<file path="src/lc4_pkg.sv">
// ##########################################################################
// Shared LC4 pipeline definitions: word, register-select, opcode and
// bypass-select types, opcode and sub-op codes, reset PC and NOP encoding
// ##########################################################################

package lc4_pkg;

   // Field layout of an instruction
   //   [15:12] opcode
   //   [11:9]  rd, or the data register of STR, or rs of HICONST
   //   [8:6]   rs, the base register of LDR and STR
   //   [5:3]   sub-op of arith and logic, [5:4] sub-op of shifts
   //   [2:0]   rt of register-register forms

   typedef logic [15:0] word_t;     // Data, address, PC or instruction
   typedef logic [2:0]  reg_sel_t;  // Register index r0..r7
   typedef logic [3:0]  opcode_t;   // Bits 15:12
   typedef logic [1:0]  fwd_sel_t;  // Execute operand source

   // Execute operand sources
   localparam fwd_sel_t FWD_NONE = 2'd0;  // Value read in decode
   localparam fwd_sel_t FWD_MEM  = 2'd1;  // ALU result in memory stage
   localparam fwd_sel_t FWD_WB   = 2'd2;  // Writeback data

   // Opcodes of the supported subset
   localparam opcode_t OP_ARITH   = 4'b0001;
   localparam opcode_t OP_LOGIC   = 4'b0101;
   localparam opcode_t OP_LDR     = 4'b0110;
   localparam opcode_t OP_STR     = 4'b0111;
   localparam opcode_t OP_CONST   = 4'b1001;
   localparam opcode_t OP_SHIFT   = 4'b1010;
   localparam opcode_t OP_HICONST = 4'b1101;

   // Bit 5 set selects the 5-bit immediate form of ADD and AND
   localparam int IMM_BIT = 5;

   // Arithmetic sub-ops, bits 5:3
   localparam logic [2:0] ARITH_ADD = 3'b000;
   localparam logic [2:0] ARITH_MUL = 3'b001;
   localparam logic [2:0] ARITH_SUB = 3'b010;

   // Logic sub-ops, bits 5:3
   localparam logic [2:0] LOGIC_AND = 3'b000;
   localparam logic [2:0] LOGIC_NOT = 3'b001;
   localparam logic [2:0] LOGIC_OR  = 3'b010;
   localparam logic [2:0] LOGIC_XOR = 3'b011;

   // Shift sub-ops, bits 5:4
   localparam logic [1:0] SHIFT_SLL = 2'b00;
   localparam logic [1:0] SHIFT_SRA = 2'b01;
   localparam logic [1:0] SHIFT_SRL = 2'b10;

   localparam word_t PC_RESET = 16'h8200;  // First fetch address
   localparam word_t NOP_INSN = 16'h0000;  // Opcode 0000 is outside the subset

endpackage

</file>
<file path="src/lc4_decoder.sv">
// ##########################################################################
// LC4 decoder: register selects, read enables, write enable, load/store
// ##########################################################################

`timescale 1ns/10ps

module lc4_decoder import lc4_pkg::*; (
   input  word_t    i_insn,
   output reg_sel_t o_r1sel,       // rs, or rd for HICONST
   output reg_sel_t o_r2sel,       // rt, or data register for STR
   output reg_sel_t o_wsel,
   output logic     o_r1re,
   output logic     o_r2re,
   output logic     o_regfile_we,
   output logic     o_is_load,
   output logic     o_is_store
);

   opcode_t    opcode;
   logic [2:0] sub_op;
   logic [1:0] shift_op;
   logic       imm_form;
   logic       arith_ok;             // DIV is not supported
   logic       shift_ok;             // MOD is not supported

   assign opcode   = i_insn[15:12];
   assign sub_op   = i_insn[5:3];
   assign shift_op = i_insn[5:4];
   assign imm_form = i_insn[IMM_BIT];
   assign arith_ok = imm_form || (sub_op inside {ARITH_ADD, ARITH_MUL, ARITH_SUB});
   assign shift_ok = shift_op inside {SHIFT_SLL, SHIFT_SRA, SHIFT_SRL};

   always_comb begin
      // Default is a NOP, selects follow the usual fields
      o_r1sel      = i_insn[8:6];
      o_r2sel      = i_insn[2:0];
      o_wsel       = i_insn[11:9];
      o_r1re       = 1'b0;
      o_r2re       = 1'b0;
      o_regfile_we = 1'b0;
      o_is_load    = 1'b0;
      o_is_store   = 1'b0;
      case (opcode)
         OP_ARITH: begin
            o_r1re       = arith_ok;
            o_r2re       = arith_ok && !imm_form;
            o_regfile_we = arith_ok;
         end
         OP_LOGIC: begin
            o_r1re       = 1'b1;
            o_r2re       = !imm_form && (sub_op != LOGIC_NOT);  // NOT has one source
            o_regfile_we = 1'b1;
         end
         OP_SHIFT: begin
            o_r1re       = shift_ok;         // Amount is immediate
            o_regfile_we = shift_ok;
         end
         OP_LDR: begin
            o_r1re       = 1'b1;             // Base
            o_regfile_we = 1'b1;
            o_is_load    = 1'b1;
         end
         OP_STR: begin
            o_r1re       = 1'b1;             // Base
            o_r2re       = 1'b1;             // Data
            o_r2sel      = i_insn[11:9];
            o_is_store   = 1'b1;
         end
         OP_CONST: o_regfile_we = 1'b1;      // No sources
         OP_HICONST: begin
            // Low byte comes from the destination itself
            o_r1sel      = i_insn[11:9];
            o_r1re       = 1'b1;
            o_regfile_we = 1'b1;
         end
         default: ;
      endcase
   end

endmodule

</file>
<file path="src/lc4_regfile.sv">
// ##########################################################################
// Eight-entry register file, two read ports, write-before-read bypass
// ##########################################################################

`timescale 1ns/10ps

module lc4_regfile import lc4_pkg::*; (
   input  logic     gwe,
   input  logic     i_arst_n,
   input  reg_sel_t i_rs,
   input  reg_sel_t i_rt,
   input  reg_sel_t i_rd,          // Writeback destination
   input  word_t    i_wdata,
   input  logic     i_rd_we,
   output word_t    o_rs_data,
   output word_t    o_rt_data
);

   word_t regs [8];

   always_ff @(posedge gwe or negedge i_arst_n) begin
      if (!i_arst_n) begin
         for (int i = 0; i < 8; i++) begin
            regs[i] <= '0;
         end
      end else if (i_rd_we) begin
         regs[i_rd] <= i_wdata;
      end
   end

   // Same-cycle write is seen by decode
   assign o_rs_data = (i_rd_we && (i_rd == i_rs)) ? i_wdata : regs[i_rs];
   assign o_rt_data = (i_rd_we && (i_rd == i_rt)) ? i_wdata : regs[i_rt];

   // Writeback must never hand over an unknown destination or value
   a_known_write: assert property (
      @(posedge gwe) disable iff (!i_arst_n)
      i_rd_we |-> !$isunknown({i_rd, i_wdata})
   ) else $error("Register write with unknown index or data");

endmodule

</file>
<file path="src/lc4_alu.sv">
// ##########################################################################
// LC4 ALU: arithmetic, logic, shifts, constants and load/store address
// ##########################################################################

`timescale 1ns/10ps

module lc4_alu import lc4_pkg::*; (
   input  word_t i_insn,
   input  word_t i_r1data,         // rs, base, or rd of HICONST
   input  word_t i_r2data,         // rt
   output word_t o_result
);

   opcode_t    opcode;
   logic [2:0] sub_op;
   logic [1:0] shift_op;
   logic [3:0] shamt;
   word_t      imm5;
   word_t      imm6;
   word_t      imm9;

   assign opcode   = i_insn[15:12];
   assign sub_op   = i_insn[5:3];
   assign shift_op = i_insn[5:4];
   assign shamt    = i_insn[3:0];

   // Sign-extended immediates
   assign imm5 = {{11{i_insn[4]}}, i_insn[4:0]};
   assign imm6 = {{10{i_insn[5]}}, i_insn[5:0]};
   assign imm9 = {{7{i_insn[8]}}, i_insn[8:0]};

   always_comb begin
      o_result = '0;                 // Unsupported ops give zero
      case (opcode)
         OP_ARITH: begin
            if (i_insn[IMM_BIT]) begin
               o_result = i_r1data + imm5;
            end else begin
               case (sub_op)
                  ARITH_ADD: o_result = i_r1data + i_r2data;
                  ARITH_MUL: o_result = i_r1data * i_r2data;   // Low 16 bits
                  ARITH_SUB: o_result = i_r1data - i_r2data;
                  default:   o_result = '0;
               endcase
            end
         end
         OP_LOGIC: begin
            if (i_insn[IMM_BIT]) begin
               o_result = i_r1data & imm5;
            end else begin
               case (sub_op)
                  LOGIC_AND: o_result = i_r1data & i_r2data;
                  LOGIC_NOT: o_result = ~i_r1data;
                  LOGIC_OR:  o_result = i_r1data | i_r2data;
                  LOGIC_XOR: o_result = i_r1data ^ i_r2data;
                  default:   o_result = '0;
               endcase
            end
         end
         OP_SHIFT: begin
            case (shift_op)
               SHIFT_SLL: o_result = i_r1data << shamt;
               SHIFT_SRA: o_result = $signed(i_r1data) >>> shamt;   // Keeps sign
               SHIFT_SRL: o_result = i_r1data >> shamt;
               default:   o_result = '0;
            endcase
         end
         OP_LDR, OP_STR: o_result = i_r1data + imm6;   // Effective address
         OP_CONST:       o_result = imm9;
         OP_HICONST:     o_result = {i_insn[7:0], i_r1data[7:0]};
         default:        o_result = '0;
      endcase
   end

endmodule

</file>
<file path="src/lc4_hazard_unit.sv">
// ##########################################################################
// Load-use stall detection and bypass source selection
// ##########################################################################

`timescale 1ns/10ps

module lc4_hazard_unit import lc4_pkg::*; (
   input  logic     gwe,
   input  logic     i_arst_n,
   // Decode
   input  reg_sel_t i_d_r1sel,
   input  reg_sel_t i_d_r2sel,
   input  logic     i_d_r1re,
   input  logic     i_d_r2re,
   input  logic     i_d_is_store,
   // Execute
   input  reg_sel_t i_x_r1sel,
   input  reg_sel_t i_x_r2sel,
   input  reg_sel_t i_x_wsel,
   input  logic     i_x_r1re,
   input  logic     i_x_r2re,
   input  logic     i_x_is_load,
   // Memory
   input  reg_sel_t i_m_r2sel,
   input  reg_sel_t i_m_wsel,
   input  logic     i_m_regfile_we,
   input  logic     i_m_is_load,
   input  logic     i_m_is_store,
   // Writeback
   input  reg_sel_t i_w_wsel,
   input  logic     i_w_regfile_we,
   output logic     o_stall,
   output fwd_sel_t o_rs_fwd,
   output fwd_sel_t o_rt_fwd,
   output logic     o_store_fwd_wb  // Store data from writeback
);

   logic rs_from_mem, rt_from_mem;
   logic rs_from_wb, rt_from_wb;

   // Store data of a load result is picked up later in memory stage
   assign o_stall = i_x_is_load &&
                    ((i_d_r1re && (i_d_r1sel == i_x_wsel)) ||
                     (i_d_r2re && !i_d_is_store && (i_d_r2sel == i_x_wsel)));

   // rs never matches a load in memory, the stall sees to that
   assign rs_from_mem = i_x_r1re && i_m_regfile_we && (i_x_r1sel == i_m_wsel);
   assign rt_from_mem = i_x_r2re && i_m_regfile_we && !i_m_is_load &&
                        (i_x_r2sel == i_m_wsel);
   assign rs_from_wb  = i_x_r1re && i_w_regfile_we && (i_x_r1sel == i_w_wsel);
   assign rt_from_wb  = i_x_r2re && i_w_regfile_we && (i_x_r2sel == i_w_wsel);

   // Youngest producer wins
   assign o_rs_fwd = rs_from_mem ? FWD_MEM : (rs_from_wb ? FWD_WB : FWD_NONE);
   assign o_rt_fwd = rt_from_mem ? FWD_MEM : (rt_from_wb ? FWD_WB : FWD_NONE);

   assign o_store_fwd_wb = i_m_is_store && i_w_regfile_we && (i_m_r2sel == i_w_wsel);

   // The bubble removes the load from execute, so no second stall follows
   a_single_stall: assert property (
      @(posedge gwe) disable iff (!i_arst_n)
      o_stall |=> !o_stall
   ) else $error("Load-use stall lasted more than one cycle");

   // Load data is not ready in memory stage
   a_no_load_mx: assert property (
      @(posedge gwe) disable iff (!i_arst_n)
      ((o_rs_fwd == FWD_MEM) || (o_rt_fwd == FWD_MEM)) |-> !i_m_is_load
   ) else $error("Memory-to-execute bypass taken from a load");

endmodule

</file>
<file path="src/lc4_processor.sv">
// ##########################################################################
// Five-stage LC4 pipeline top level: PC, stage registers, bypass muxes,
// data memory port and writeback
// ##########################################################################

`timescale 1ns/10ps

module lc4_processor import lc4_pkg::*; (
   input  logic  gwe,               // Pipeline clock
   input  logic  i_arst_n,
   output word_t o_cur_pc,          // Instruction memory address
   input  word_t i_cur_insn,        // Instruction at o_cur_pc, same cycle
   output word_t o_dmem_addr,
   input  word_t i_cur_dmem_data,   // Data at o_dmem_addr, same cycle
   output logic  o_dmem_we,
   output word_t o_dmem_towrite
);

   word_t    pc;
   logic     stall;

   // Decode
   word_t    d_insn;
   reg_sel_t d_r1sel, d_r2sel, d_wsel;
   logic     d_r1re, d_r2re, d_regfile_we, d_is_load, d_is_store;
   word_t    d_rs, d_rt;

   // Execute
   word_t    x_insn;
   reg_sel_t x_r1sel, x_r2sel, x_wsel;
   logic     x_r1re, x_r2re, x_regfile_we, x_is_load, x_is_store;
   word_t    x_rs, x_rt;
   word_t    x_rs_byp, x_rt_byp;    // Operands after bypass
   word_t    x_alu;
   fwd_sel_t rs_fwd, rt_fwd;

   // Memory
   reg_sel_t m_r2sel, m_wsel;
   logic     m_regfile_we, m_is_load, m_is_store;
   word_t    m_alu, m_rt;
   logic     store_fwd_wb;

   // Writeback
   reg_sel_t w_wsel;
   logic     w_regfile_we, w_is_load;
   word_t    w_alu, w_dmem_data, w_wdata;

   // Fetch: PC and decode register hold together on a stall
   always_ff @(posedge gwe or negedge i_arst_n) begin
      if (!i_arst_n) begin
         pc     <= PC_RESET;
         d_insn <= NOP_INSN;
      end else if (!stall) begin
         pc     <= pc + 16'd1;     // No control flow, always sequential
         d_insn <= i_cur_insn;
      end
   end

   assign o_cur_pc = pc;

   lc4_decoder decoder_i (
      .i_insn       (d_insn),
      .o_r1sel      (d_r1sel),
      .o_r2sel      (d_r2sel),
      .o_wsel       (d_wsel),
      .o_r1re       (d_r1re),
      .o_r2re       (d_r2re),
      .o_regfile_we (d_regfile_we),
      .o_is_load    (d_is_load),
      .o_is_store   (d_is_store)
   );

   lc4_regfile regfile_i (
      .gwe       (gwe),
      .i_arst_n  (i_arst_n),
      .i_rs      (d_r1sel),
      .i_rt      (d_r2sel),
      .i_rd      (w_wsel),
      .i_wdata   (w_wdata),
      .i_rd_we   (w_regfile_we),
      .o_rs_data (d_rs),
      .o_rt_data (d_rt)
   );

   lc4_hazard_unit hazard_i (
      .gwe            (gwe),
      .i_arst_n       (i_arst_n),
      .i_d_r1sel      (d_r1sel),
      .i_d_r2sel      (d_r2sel),
      .i_d_r1re       (d_r1re),
      .i_d_r2re       (d_r2re),
      .i_d_is_store   (d_is_store),
      .i_x_r1sel      (x_r1sel),
      .i_x_r2sel      (x_r2sel),
      .i_x_wsel       (x_wsel),
      .i_x_r1re       (x_r1re),
      .i_x_r2re       (x_r2re),
      .i_x_is_load    (x_is_load),
      .i_m_r2sel      (m_r2sel),
      .i_m_wsel       (m_wsel),
      .i_m_regfile_we (m_regfile_we),
      .i_m_is_load    (m_is_load),
      .i_m_is_store   (m_is_store),
      .i_w_wsel       (w_wsel),
      .i_w_regfile_we (w_regfile_we),
      .o_stall        (stall),
      .o_rs_fwd       (rs_fwd),
      .o_rt_fwd       (rt_fwd),
      .o_store_fwd_wb (store_fwd_wb)
   );

   // Stage control, a stall turns the execute entry into a bubble
   always_ff @(posedge gwe or negedge i_arst_n) begin
      if (!i_arst_n) begin
         x_insn       <= NOP_INSN;
         x_r1sel      <= '0;
         x_r2sel      <= '0;
         x_wsel       <= '0;
         x_r1re       <= 1'b0;
         x_r2re       <= 1'b0;
         x_regfile_we <= 1'b0;
         x_is_load    <= 1'b0;
         x_is_store   <= 1'b0;
         m_r2sel      <= '0;
         m_wsel       <= '0;
         m_regfile_we <= 1'b0;
         m_is_load    <= 1'b0;
         m_is_store   <= 1'b0;
         w_wsel       <= '0;
         w_regfile_we <= 1'b0;
         w_is_load    <= 1'b0;
      end else begin
         x_insn       <= stall ? NOP_INSN : d_insn;
         x_r1sel      <= d_r1sel;
         x_r2sel      <= d_r2sel;
         x_wsel       <= d_wsel;
         x_r1re       <= d_r1re & ~stall;
         x_r2re       <= d_r2re & ~stall;
         x_regfile_we <= d_regfile_we & ~stall;
         x_is_load    <= d_is_load & ~stall;
         x_is_store   <= d_is_store & ~stall;
         m_r2sel      <= x_r2sel;
         m_wsel       <= x_wsel;
         m_regfile_we <= x_regfile_we;
         m_is_load    <= x_is_load;
         m_is_store   <= x_is_store;
         w_wsel       <= m_wsel;
         w_regfile_we <= m_regfile_we;
         w_is_load    <= m_is_load;
      end
   end

   // Data path registers
   always_ff @(posedge gwe) begin
      x_rs        <= d_rs;
      x_rt        <= d_rt;
      m_alu       <= x_alu;
      m_rt        <= x_rt_byp;        // Store data after execute bypass
      w_alu       <= m_alu;
      w_dmem_data <= i_cur_dmem_data; // Load data for writeback
   end

   // Execute bypass muxes, memory stage has priority
   always_comb begin
      case (rs_fwd)
         FWD_MEM: x_rs_byp = m_alu;
         FWD_WB:  x_rs_byp = w_wdata;
         default: x_rs_byp = x_rs;
      endcase
      case (rt_fwd)
         FWD_MEM: x_rt_byp = m_alu;
         FWD_WB:  x_rt_byp = w_wdata;
         default: x_rt_byp = x_rt;
      endcase
   end

   lc4_alu alu_i (
      .i_insn   (x_insn),
      .i_r1data (x_rs_byp),
      .i_r2data (x_rt_byp),
      .o_result (x_alu)
   );

   // Memory port, idle outputs read as zero
   assign o_dmem_we      = m_is_store;
   assign o_dmem_addr    = (m_is_load || m_is_store) ? m_alu : '0;
   assign o_dmem_towrite = !m_is_store ? '0 : (store_fwd_wb ? w_wdata : m_rt);

   assign w_wdata = w_is_load ? w_dmem_data : w_alu;

   // A write needs a resolved address
   a_store_addr_known: assert property (
      @(posedge gwe) disable iff (!i_arst_n)
      o_dmem_we |-> !$isunknown(o_dmem_addr)
   ) else $error("Data memory write to an unknown address");

endmodule

</file>
<file path="config.mk">
export PLATFORM = sky130hd
export DESIGN_NAME = lc4_processor
export DESIGN_NICKNAME = d
export VERILOG_FILES = /design/src/lc4_pkg.sv /design/src/lc4_decoder.sv /design/src/lc4_regfile.sv /design/src/lc4_alu.sv /design/src/lc4_hazard_unit.sv /design/src/lc4_processor.sv
export SDC_FILE = /design/constraint.sdc
export NUM_CORES = 1
export LEC_CHECK = 0
export BUFFER_PORTS_ARGS = -buffer_cell sky130_fd_sc_hd__buf_2
export CORE_MARGIN = 5
export CORE_UTILIZATION = 65
export DETAILED_ROUTE_END_ITERATION = 10
export PLACE_DENSITY = 0.83
export SYNTH_ARGS = -nofsm -noshare
export SYNTH_HDL_FRONTEND = slang
export SYNTH_SLANG_ARGS = --single-unit
</file>
<file path="constraint.sdc">
create_clock -name gwe -period 22.5 [get_ports gwe]
set_input_delay 1.125 -clock gwe [delete_from_list [all_inputs] [get_ports gwe]]
set_output_delay 1.125 -clock gwe [all_outputs]
set_load 0.05 [all_outputs]
</file>
==> impl_metrics.env <==
export IMPL_die_area_um2=38500
export IMPL_synth_cell_types=86
export IMPL_synth_cell_area_um2=22500
export IMPL_boundaryPins=83
export IMPL_totalPowerFinal_mw=3.32
export IMPL_skew_ns=0.0188
export IMPL_end_kind="flop"
export IMPL_cts_tree="built"
export IMPL_finalHoldViolCount=0
export IMPL_hold_class="reg -> reg"
export IMPL_first_pass_iters=9
export IMPL_synthCells=2676
export IMPL_remaining_drc_errors=0
export IMPL_initial_core_util=0.655
export IMPL_drt_iter0_markers=2794
export IMPL_drive_above_1_share=0.118
export IMPL_gp_congestion=1.04
export IMPL_coreArea_um2=34400
export IMPL_busiest_layer="met2"
export IMPL_die_h_um=196
export IMPL_insertion_delay_ns=0.57
export IMPL_htree_levels=1
export IMPL_clk_pin_slew_ns=0.07
export IMPL_post_dp_hpwl_um=52800
export IMPL_irDropWorstVdd_v=0.000216
export IMPL_powerDensity_nw_per_um2=136
export IMPL_slowest_stage="dfrtp_1"
export IMPL_status="complete, no violations"
export IMPL_worst_slew_pin_slew_ns=1.19
export IMPL_critPathLaunchType="flop"
export IMPL_clk_path_buf_depth=3
export IMPL_die_w_um=196
export IMPL_maxCapViolCount=0
export IMPL_synth_net_count=2917
export IMPL_synth_top_flop_cell="dfrtp_1"
export IMPL_cp_required_ns=22.96
export IMPL_fp_row_count=68
export IMPL_worstSetupPathType="reg -> reg"
export IMPL_antenna_found_initial=3
export IMPL_grt_pass1_vias=20600
export IMPL_post_route_util=0.709
export IMPL_worstPathArrival_ns=8.66
export IMPL_clock_sinks=297
export IMPL_wl_per_cell_um=24.3
export IMPL_num_fill_cells=2715
export IMPL_cp_max_fo=13
export IMPL_layout_nets=2896
export IMPL_clock_root_buffer="clkbuf_16"
export IMPL_use_met3=0.0745
export IMPL_met2_usage=0.628
export IMPL_worst_path_buf_inv=4
export IMPL_cts_buffers=30
export IMPL_cp_slowest_stage_delay_ns=0.72
export IMPL_crit_family="adder cells"
export IMPL_vias=21200
export IMPL_slew_headroom=0.181
export IMPL_routed_wl_um=76000
export IMPL_synth_edf_count=0
export IMPL_io_buffers=82
export IMPL_async_flop_share=0.677
export IMPL_cts_resized=0
export IMPL_fin_setup_tns_ns=0
export IMPL_grt_total_usage=0.387
export IMPL_yosysWarningCount=0
export IMPL_fmax_ghz=0.122
export IMPL_maxSlewViolCount=0
export IMPL_min_period_ns=8.20
export IMPL_ys_ff_latch=297
export IMPL_finalCritPeriodShare=0.365
export IMPL_setup_violations=0
export IMPL_seq_area_frac_synth=0.309
export IMPL_drt_antenna_violating_nets=0
export IMPL_p_leak_nw=10.7
export IMPL_rsz0062_at_grt="false"
export IMPL_grt_overflow=0
export IMPL_synthesis_area_per_instance_um2=8.41
export IMPL_grt_max_degree=85
export IMPL_viasPerCell=6.75
export IMPL_hold_buffers=0
export IMPL_area_delta_synth_final_pct=8.18
export IMPL_grt_pass1_wl_um=118000
export IMPL_use_met1=0.493
export IMPL_post_cts_buffers=0
==> kinds of logic after synthesis <==
family / Yosys count / synth area share
simple gates: 999 / 0.196
fa+ha+maj: 207 / 0.142
buf+inv: 356 / 0.0607
xor+xnor: 123 / 0.0510
flops: 297 / 0.309
mux: 116 / 0.0706
compound gates: 578 / 0.170
==> power breakdown <==
group,switching [mW],internal [mW],total (mW)
logic,1.20,0.833,2.03
clock network,0.216,0.318,0.534
registers,0.103,0.649,0.752
==> registers in the layout, indices dropped and copies added, names as in the netlist, 3 cells and up <==
name / flops
m_wsel: 3
o_cur_pc: 16
x_r1sel: 3
x_wsel: 3
x_r2sel: 3
w_dmem_data: 16
w_wsel: 3
x_rt: 16
m_r2sel: 3
w_alu: 16
d_insn: 16
m_alu: 16
x_rs: 16
regfile_i.regs: 128
x_insn: 13
m_rt: 16
==> area by class of cell <==
cell class / instances / area (um2) / area share
Multi-Input combinational cell: 2023 / 14300 / 0.588
Antenna cell: 1 / 2.50 / 0.000103
Inverter: 169 / 634 / 0.0260
Clock inverter: 15 / 193 / 0.00791
Clock buffer: 41 / 873 / 0.0358
Timing Repair Buffer: 134 / 810 / 0.0332
Tap cell: 455 / 569 / 0.0234
Sequential cell: 297 / 6960 / 0.286
==> final timing paths <==
check                           start                   to  slack [ns]  depth (start not counted)
setup / recovery            w_wsel[2]            m_alu[15]       14.30                         26
hold / removal             x_is_store            o_dmem_we        0.34                          0
min in group asynchronous    i_arst_n   regfile_i.regs[38]        0.61                          1
max in group asynchronous    i_arst_n  regfile_i.regs[100]       20.55                          2
setup reg to reg            w_wsel[2]            m_alu[15]       14.30                         26
hold reg to reg            x_is_store            o_dmem_we        0.34                          0
==> placed cells by master, fill, tap and decap left out, drive strengths merged, types with 26 or more instances in the layout <==
cell type / instances
mux2i: 52
xnor2: 91
mux2: 33
ha: 125
nand3: 89
a311oi: 65
o21ai: 143
xor2: 28
inv: 163
a21oi: 170
buf: 133
and3: 41
dfrtp: 199
mux4: 31
nor2b: 26
dfxtp: 96
nor3: 46
clkbuf: 42
nand2: 504
nor2: 201
fa: 82
==> worst reg2reg max path, stage by stage (launching register included) <==
cell and delay [ns]:
dfrtp_1 0.72, xor2_1 0.26, or4_4 0.62, nand2_2 0.25
o21ai_1 0.11, a21oi_2 0.58, inv_2 0.24, nor2_1 0.21
fa_1 0.44, inv_1 0.10, fa_1 0.38, inv_1 0.08
fa_1 0.45, fa_1 0.55, inv_1 0.05, fa_1 0.45
fa_1 0.39, xnor2_1 0.19, xnor2_1 0.15, xnor2_1 0.18
xnor2_1 0.18, xnor2_1 0.14, xnor3_1 0.42, xnor3_1 0.22
xnor2_1 0.27, o221ai_1 0.18, a221o_1 0.31
==> routing by layer <==
metal / wire length, um / part of all wire / vias up
li1: - / - / 9209
met3: 8680 / 0.11 / 395
met5: 22 / 0.00029 / -
met4: 5380 / 0.071 / 4
met2: 34500 / 0.45 / 1535
met1: 27500 / 0.36 / 10000
==> cells in the mapped netlist, types with 20 or more instances <==
cell | count | area share
nand2b_1 | 20 | 0.0056
mux2i_1 | 52 | 0.023
nand3_1 | 89 | 0.020
ha_1 | 125 | 0.069
mux4_2 | 31 | 0.031
and3_1 | 41 | 0.011
fa_1 | 82 | 0.073
and2_1 | 23 | 0.0064
xor2_1 | 26 | 0.010
nor3_1 | 45 | 0.010
dfrtp_1 | 199 | 0.22
inv_1 | 152 | 0.025
clkbuf_1 | 152 | 0.025
o21ai_0 | 135 | 0.030
nand2_1 | 502 | 0.084
nor2b_1 | 26 | 0.0072
nor2_1 | 201 | 0.034
dfxtp_1 | 96 | 0.085
a311oi_1 | 65 | 0.025
a21oi_1 | 169 | 0.038
mux2_2 | 32 | 0.016
xnor2_1 | 91 | 0.035
==> per-stage QoR <==
step / setup slack [ns] / cells / instance area, um2 / hold slack (ns)
detailed placement: 14.48 / 3078 / 23300 / 0.335
floorplan: 15.28 / 2676 / 22500 / 0.331
finish: 14.30 / 3135 / 24400 / 0.344
global route: 13.95 / 3134 / 24400 / 0.358
CTS: 14.42 / 3134 / 24400 / 0.346
global placement: 14.69 / 3078 / 23300 / 0.333
Note: power is estimated with default switching activity, not from simulation.
